--- config.mk ---
export PLATFORM = sky130hd
export DESIGN_NAME = rv_regfile
export DESIGN_NICKNAME = d
export VERILOG_FILES = /design/src/rtl/rv_core_pkg.sv /design/src/rtl/rv_regfile.sv
export SDC_FILE = /design/constraint.sdc
export NUM_CORES = 2
export LEC_CHECK = 0
export ABC_CLOCK_PERIOD_IN_PS = 12530
export BUFFER_PORTS_ARGS = -buffer_cell sky130_fd_sc_hd__buf_4
export CAP_MARGIN = 20
export CORE_MARGIN = 5
export CORE_UTILIZATION = 40
export CTS_CLUSTER_SIZE = 16
export DETAILED_ROUTE_END_ITERATION = 10
export GPL_TIMING_DRIVEN = 0
export PLACE_DENSITY = 0.52
export SYNTH_ARGS = -nofsm -noshare
export SYNTH_HDL_FRONTEND = slang
export SYNTH_SLANG_ARGS = --single-unit
--- constraint.sdc ---
create_clock -name clk -period 12.53 [get_ports clk]
set_input_delay 1.253 -clock clk [delete_from_list [all_inputs] [get_ports clk]]
set_output_delay 1.253 -clock clk [all_outputs]
set_load 0.01 [all_outputs]
--- src/rtl/rv_core_pkg.sv ---
package rv_core_pkg;

    // One data word for operands, results and immediates
    typedef logic [31:0] xlen_t;

    // Architectural register index, x0 is hardwired to zero
    typedef logic [4:0] reg_idx_t;

    // Decoded micro-ops accepted on the issue port
    typedef enum logic [3:0] {
        OP_ADD,
        OP_SUB,
        OP_AND,
        OP_OR,
        OP_XOR,
        OP_SLL,
        OP_SRL,
        OP_SLT,
        OP_ADDI,
        OP_DIVU,
        OP_REMU,
        OP_LW,
        OP_SW
    } op_e;

    // Where the value written back for an op in MEM comes from
    // Divider results use RES_ALU because they are complete when they leave EX
    typedef enum logic [1:0] {
        RES_ALU,
        RES_MEM,
        RES_NONE
    } res_src_e;

    // Data memory is word addressed by byte address bits 7 to 2
    localparam int DMEM_WORDS = 64;
    typedef logic [5:0] dmem_addr_t;

    // The restoring divider produces one quotient bit per step
    localparam int DIV_STEPS = 32;
    typedef logic [5:0] div_cnt_t;

endpackage

--- src/rtl/rv_regfile.sv ---
`timescale 1ns/1ns

module rv_regfile import rv_core_pkg::*; (
    input  logic     clk,
    input  logic     rst_n,
    input  reg_idx_t rs1,
    input  reg_idx_t rs2,
    input  logic     we,
    input  reg_idx_t wa,
    input  xlen_t    wd,
    output xlen_t    rd1,
    output xlen_t    rd2
);

    xlen_t regs [32];

    // A write landing on this edge is passed straight to the read port
    // This bypass stands in for WB to ID forwarding and keeps it off the EX path
    function automatic xlen_t read_port(
        input reg_idx_t ra,
        input xlen_t    stored,
        input logic     w_en,
        input reg_idx_t w_addr,
        input xlen_t    w_data
    );
        if (ra == '0) begin
            return '0;
        end else if (w_en && w_addr == ra) begin
            return w_data;
        end
        return stored;
    endfunction

    assign rd1 = read_port(rs1, regs[rs1], we, wa, wd);
    assign rd2 = read_port(rs2, regs[rs2], we, wa, wd);

    always_ff @(posedge clk) begin
        if (!rst_n) begin
            for (int i = 0; i < 32; i++) begin
                regs[i] <= '0;
            end
        end else if (we && wa != '0) begin
            regs[wa] <= wd;
        end
    end

endmodule

# --- Word-level counts from Yosys, hierarchy flattened ---
# Memory sizes are Yosys's and may differ from the RTL's.
# Index checks and enable logic that the tools add are counted.
word_totals:
  n_memories: 1
  wordCells: 27
  regBits: 0
  mem_bits_rw: 1024
  mem_bits_ro: 0
  latch_bits: 0
op_classes:
  multipliers: 0
  n_bitwise: 0
  eq_ne: 2
  n_mux: 17
  n_addsub: 0
  shift: 0
  div_mod_pow: 0
  n_lt_le_gt_ge: 0
  n_reduce_logical: 7
memory_table:
  columns: ["memory", "depth", "width", "rd", "rd_clocked_by_memory_dff", "write_ports", "line_no", "text"]
  rows:
  - ["regs", 32, 32, 2, 0, 32, "rv_regfile.sv:15", "xlen_t regs [32];"]
ops:
  columns: ["cell", "count"]
  rows:
  - ["2-to-1 mux 32 bit", 7]
  - ["OR reduction 32 bit", 1]
  - ["== test 5 bit", 2]
  - ["logical NOT 5 bit", 2]
  - ["2-to-1 mux 1 bit", 9]
  - ["2-to-1 mux 5 bit", 1]
  - ["nonzero test 5 bit", 1]
  - ["logical AND 1 bit", 3]

# --- Longest topological paths before layout ---
logic_depth:
  depth_word: 7
  ltp_mapped: 10
  ltp_nobuf: 5

# --- Worst setup path before layout ---
# OpenSTA, ideal clock, no wires.
synth_timing:
  path_kind: "in2reg"
  from: "input port wa[2]"
  to: "memory regs[24][0] (netlist name) (enable)"
  path_slack_ps: 7666
  path_stages: 6
  t_arrival_ps: 4398
  n_path_buf: 3
  cell_sequence: "buf_2 or3_1 clkbuf_1 nand3b_1 clkbuf_1 o21ai_0"
synth_lines:
  columns: ["element", "line_no", "text"]
  rows:
  - ["from (decl)", "rv_regfile.sv:9", "input reg_idx_t wa,"]
  - ["to (decl)", "rv_regfile.sv:15", null]

# --- Worst setup path in the final report ---
layout_timing:
  from: "input port rs2[3]"
  to: "output port rd2[13]"
layout_via:
  elab_chain_cells: 5
  word_cells_on_any_way: 8
layout_rtl:
  columns: ["element", "line_no", "text"]
  rows:
  - ["from (decl)", "rv_regfile.sv:7", "input reg_idx_t rs2,"]
  - ["parallel branches: the longest is 4 deep, another holds memory read (32 x 32 bit)", null, null]
  - ["2-to-1 mux 32 bit *", "rv_regfile.sv:31", "return stored;"]
  - ["to (decl)", "rv_regfile.sv:12", "output xlen_t rd2"]
# Every way passes the cells marked *.

==> impl_metrics.json <==
{
  "fill_cells": 12128,
  "synth_top_cell_by_area": "edfxtp_1",
  "clk_pin_slew_worst_paths_ns": 0.06,
  "synthTopCellsByArea": "edfxtp_1 (55%), mux4_2 (17%), and2_1 (11%), mux2i_1 (3.8%), clkbuf_1 (1.9%)",
  "outcome": "completed",
  "share_of_cells_above_drive_strength_1_pct": 23.0,
  "cts_inserted_buffers": 119,
  "slew_violations": 0,
  "critical_path.cell_chain": "buf_4 -> clkbuf_1 -> xor2_1 -> nor4_1 -> a21boi_0 -> clkbuf_1 -> o211ai_1 -> nand3_1 -> buf_4",
  "cts_setup_buffers": 0,
  "synth_compound_gate_area_share_pct": 4.70,
  "p_clk_share_pct": 39.7,
  "initial_core_util_pct": 40.4,
  "synth.ff_latch_count": 1024,
  "critPathKind": "input pin to primary output",
  "post_synth_fa_ha_maj_area_fraction_pct": 0,
  "crit_path_max_incr_delay_ns": 0.90,
  "timing.critical_path.required_ns": 11.28,
  "placement.io_buffers": 103,
  "max-slew-margin-rel_pct": 10.9,
  "cp_max_fo": 10,
  "die-area_mm2": 0.147,
  "power.combinational.fraction_pct": 14.9,
  "core_mm2": 0.138,
  "dieWidth_um": 383,
  "global_route_overflow": 0,
  "initialDrtViolationCount": 5871,
  "cell_internal_pwr_mw": 6.53,
  "largestRegisters": "regs (1024)",
  "footprint_of_the_multi_input_gates_mm2": 0.0234,
  "placed_area_mm2": 0.0609,
  "hold_path_class": "input pin to flip-flop",
  "report.final.hold_viol_count": 0,
  "clockRootBuffer": "clkbuf_16",
  "cts_sink_cnt": 1024,
  "cp_data_arrival_time_ns": 5.59,
  "totalWireLength_mm": 243,
  "max-cap-violations": 0,
  "period_minus_ws_final_ns": 6.85,
  "rows": 136,
  "mappedNetlistArea_mm2": 0.0557,
  "post-synth-top-area-fraction_pct": 55.3,
  "floorplan.die.height_um": 383,
  "postRouteAntennaNets": 0,
  "post_drt_wl_per_cell_um": 40.7,
  "most_used_dff_post_synth": "edfxtp_1",
  "crit_path_start": "rs2[3]",
  "layout_worst_path_cycle_share_pct": 54.6,
  "setup_total_negative_slack_ns": 0,
  "timing.critical_path.to_type": "primary output",
  "top_level_ports": 114,
  "syn2layout_area_growth_pct": 16.5,
  "cts-root-to-sink-buffers": 3,
  "avgViaCountPerCell": 6.46,
  "swShare_pct": 26.8,
  "async_set_reset_flop_share_out_of_synthesis_pct": 0,
  "mapped_cells": 3729,
  "cts_hold_buffers": 0,
  "yosysUniqueCellTypes": 57,
  "detail_route.drc_violations": 0,
  "largest_register": "regs",
  "yosys.cell_count.top_type": "edfxtp_1",
  "finalNetCount": 4118,
  "grt_antenna_before_repair": 15,
  "largest_family_of_logic_cells_by_synthesized_area": "multiplexers",
  "synth.yosys.seq_area_share_pct": 55.3,
  "pwr_density_cell_mw_per_mm2": 138,
  "maxClockFrequency_mhz": 146,
  "sequential_cell_area_mm2": 0.0307,
  "setup-violations-final": 0,
  "largest_register_ffs": 1024,
  "syn_avg_cell_area_um2": 14.9,
  "critical_path.endpoint": "rd2[13]",
  "postLayoutCoreUtil_pct": 47.0,
  "synth_xor_xnor_area_share_pct": 0.157,
  "synth_enable_flop_cells": 1024,
  "place.gp.congestion": 0.972,
  "dpl.hpwl_mm": 178,
  "share_seq_of_total_power_pct": 45.4,
  "standard_cell_with_the_maximum_stage_delay_on_the_critical_path": "nor4_1",
  "ctsHtreeMaxLevel": 3,
  "switchingPower_mw": 2.39,
  "number_of_global_route_vias_before_repair": 37554,
  "grt.total_usage_pct": 32.5,
  "synth.mux.area_fraction_pct": 23.5,
  "worstMarginPinSlew_ns": 1.34,
  "cts-resized-gates": 0,
  "max-vdd-ir-drop_mv": 0.119,
  "grt_start_max_net_pins": 21,
  "design_area_mm2": 0.0648,
  "synth_simple_gate_area_share_pct": 12.9,
  "yosys-top-cells-count": "edfxtp_1 (1,024), and2_1 (1,010), mux4_2 (428)",
  "rsz0062_at_grt": "no",
  "detailedRoute.firstPassIterationCount": 8,
  "cts_tree": "yes",
  "startpoint_class": "input pin",
  "ys.warnings.count": 0,
  "total_leakage_power_nw": 22.7,
  "grt_first_pass_wirelength_mm": 322,
  "detailroute.via_count": 38512
}
==> logic make-up (layout without fill, tap and decap cells) <==
kind of cell | Yosys count | in the layout
AOI/OAI and AO/OA | 362 | 362
xor gates and xnor gates | 10 | 10
buffers and inverters | 424 | 829
DFF | 1024 | 1024
muxes | 712 | 712
other | 1 | 39
and+or+nand+nor | 1196 | 1196
==> cells in the final DEF (no fill, tap or decap), types with 32 or more instances in the layout <==
master	n
clkbuf_1	318
mux4_1	32
a221oi_1	33
mux4_2	428
nand2_1	77
a22oi_1	38
buf_4	120
nor2_1	51
buf_2	55
conb_1	32
a21oi_1	42
edfxtp_1	1024
a221o_1	39
and2_1	1010
mux2i_1	212
clkinv_1	32
mux2_2	40
o211ai_1	42
clkbuf_16	124
buf_16	40
==> critical path, delay by kind of cell <==
kind / cells / cell delay (ns)
xor gates and xnor gates: 1 / 0.15
and+or+nand+nor: 2 / 1.26
buffers and inverters: 4 / 1.72
AOI/OAI and AO/OA: 2 / 1.20
==> metal layers <==
layer | share of wire, % | up-vias | GRT usage, %
li1 | - | 15068 | -
met1 | 40 | 20222 | 44.2
met2 | 44 | 2632 | 48.3
met3 | 11 | 584 | 8.55
met4 | 6.3 | 6 | 16.6
met5 | 0.020 | - | 0
==> area by class of cell <==
cell class	count	share of cell area [%]
repair buffers	187	4.00
plain buffers	405	2.96
flip-flops and latches	1024	47.4
clock buffers	155	4.97
clock inverters	63	0.957
well taps	1794	3.46
multi-input cells	2312	36.1
diodes	7	0.0270
inverters	19	0.110
==> power by group through the flow <==
stage / registers [mW] / logic [mW] / clock network (mW)
5_1_grt: 4.07 / 1.34 / 3.68
3_3_place_gp: 4.15 / 1.21 / 0
2_1_floorplan: 4.09 / 0.668 / 0
6_report: 4.05 / 1.33 / 3.54
3_5_place_dp: 4.12 / 1.30 / 0
4_1_cts: 4.05 / 1.30 / 3.54
==> through the flow <==
step | worst slack, ns | power, mW | cells | hold WS (ns)
2_1_floorplan | 7.67 | 4.76 | 3760 | 1.45
3_3_place_gp | 3.59 | 5.36 | 5657 | 1.60
3_5_place_dp | 6.05 | 5.42 | 5738 | 1.61
4_1_cts | 6.05 | 8.89 | 5956 | 0.823
5_1_grt | 5.82 | 9.09 | 5959 | 0.835
6_report | 5.68 | 8.92 | 5966 | 0.868
==> how the worst min path moves through the flow <==
| stage | startpoint | end | slack (ns) | cells past startpoint |
|---|---|---|---|---|
| floorplan | wd[31] | regs[1][31] | 1.45 | 1 |
| global placement | wd[7] | regs[5][7] | 1.60 | 2 |
| detailed placement | wd[7] | regs[4][7] | 1.61 | 2 |
| CTS | wd[1] | regs[4][1] | 0.82 | 2 |
| global route | wd[22] | regs[5][22] | 0.83 | 2 |
| finish | wd[22] | regs[4][22] | 0.87 | 2 |
Power figures use the tool's default switching activity.
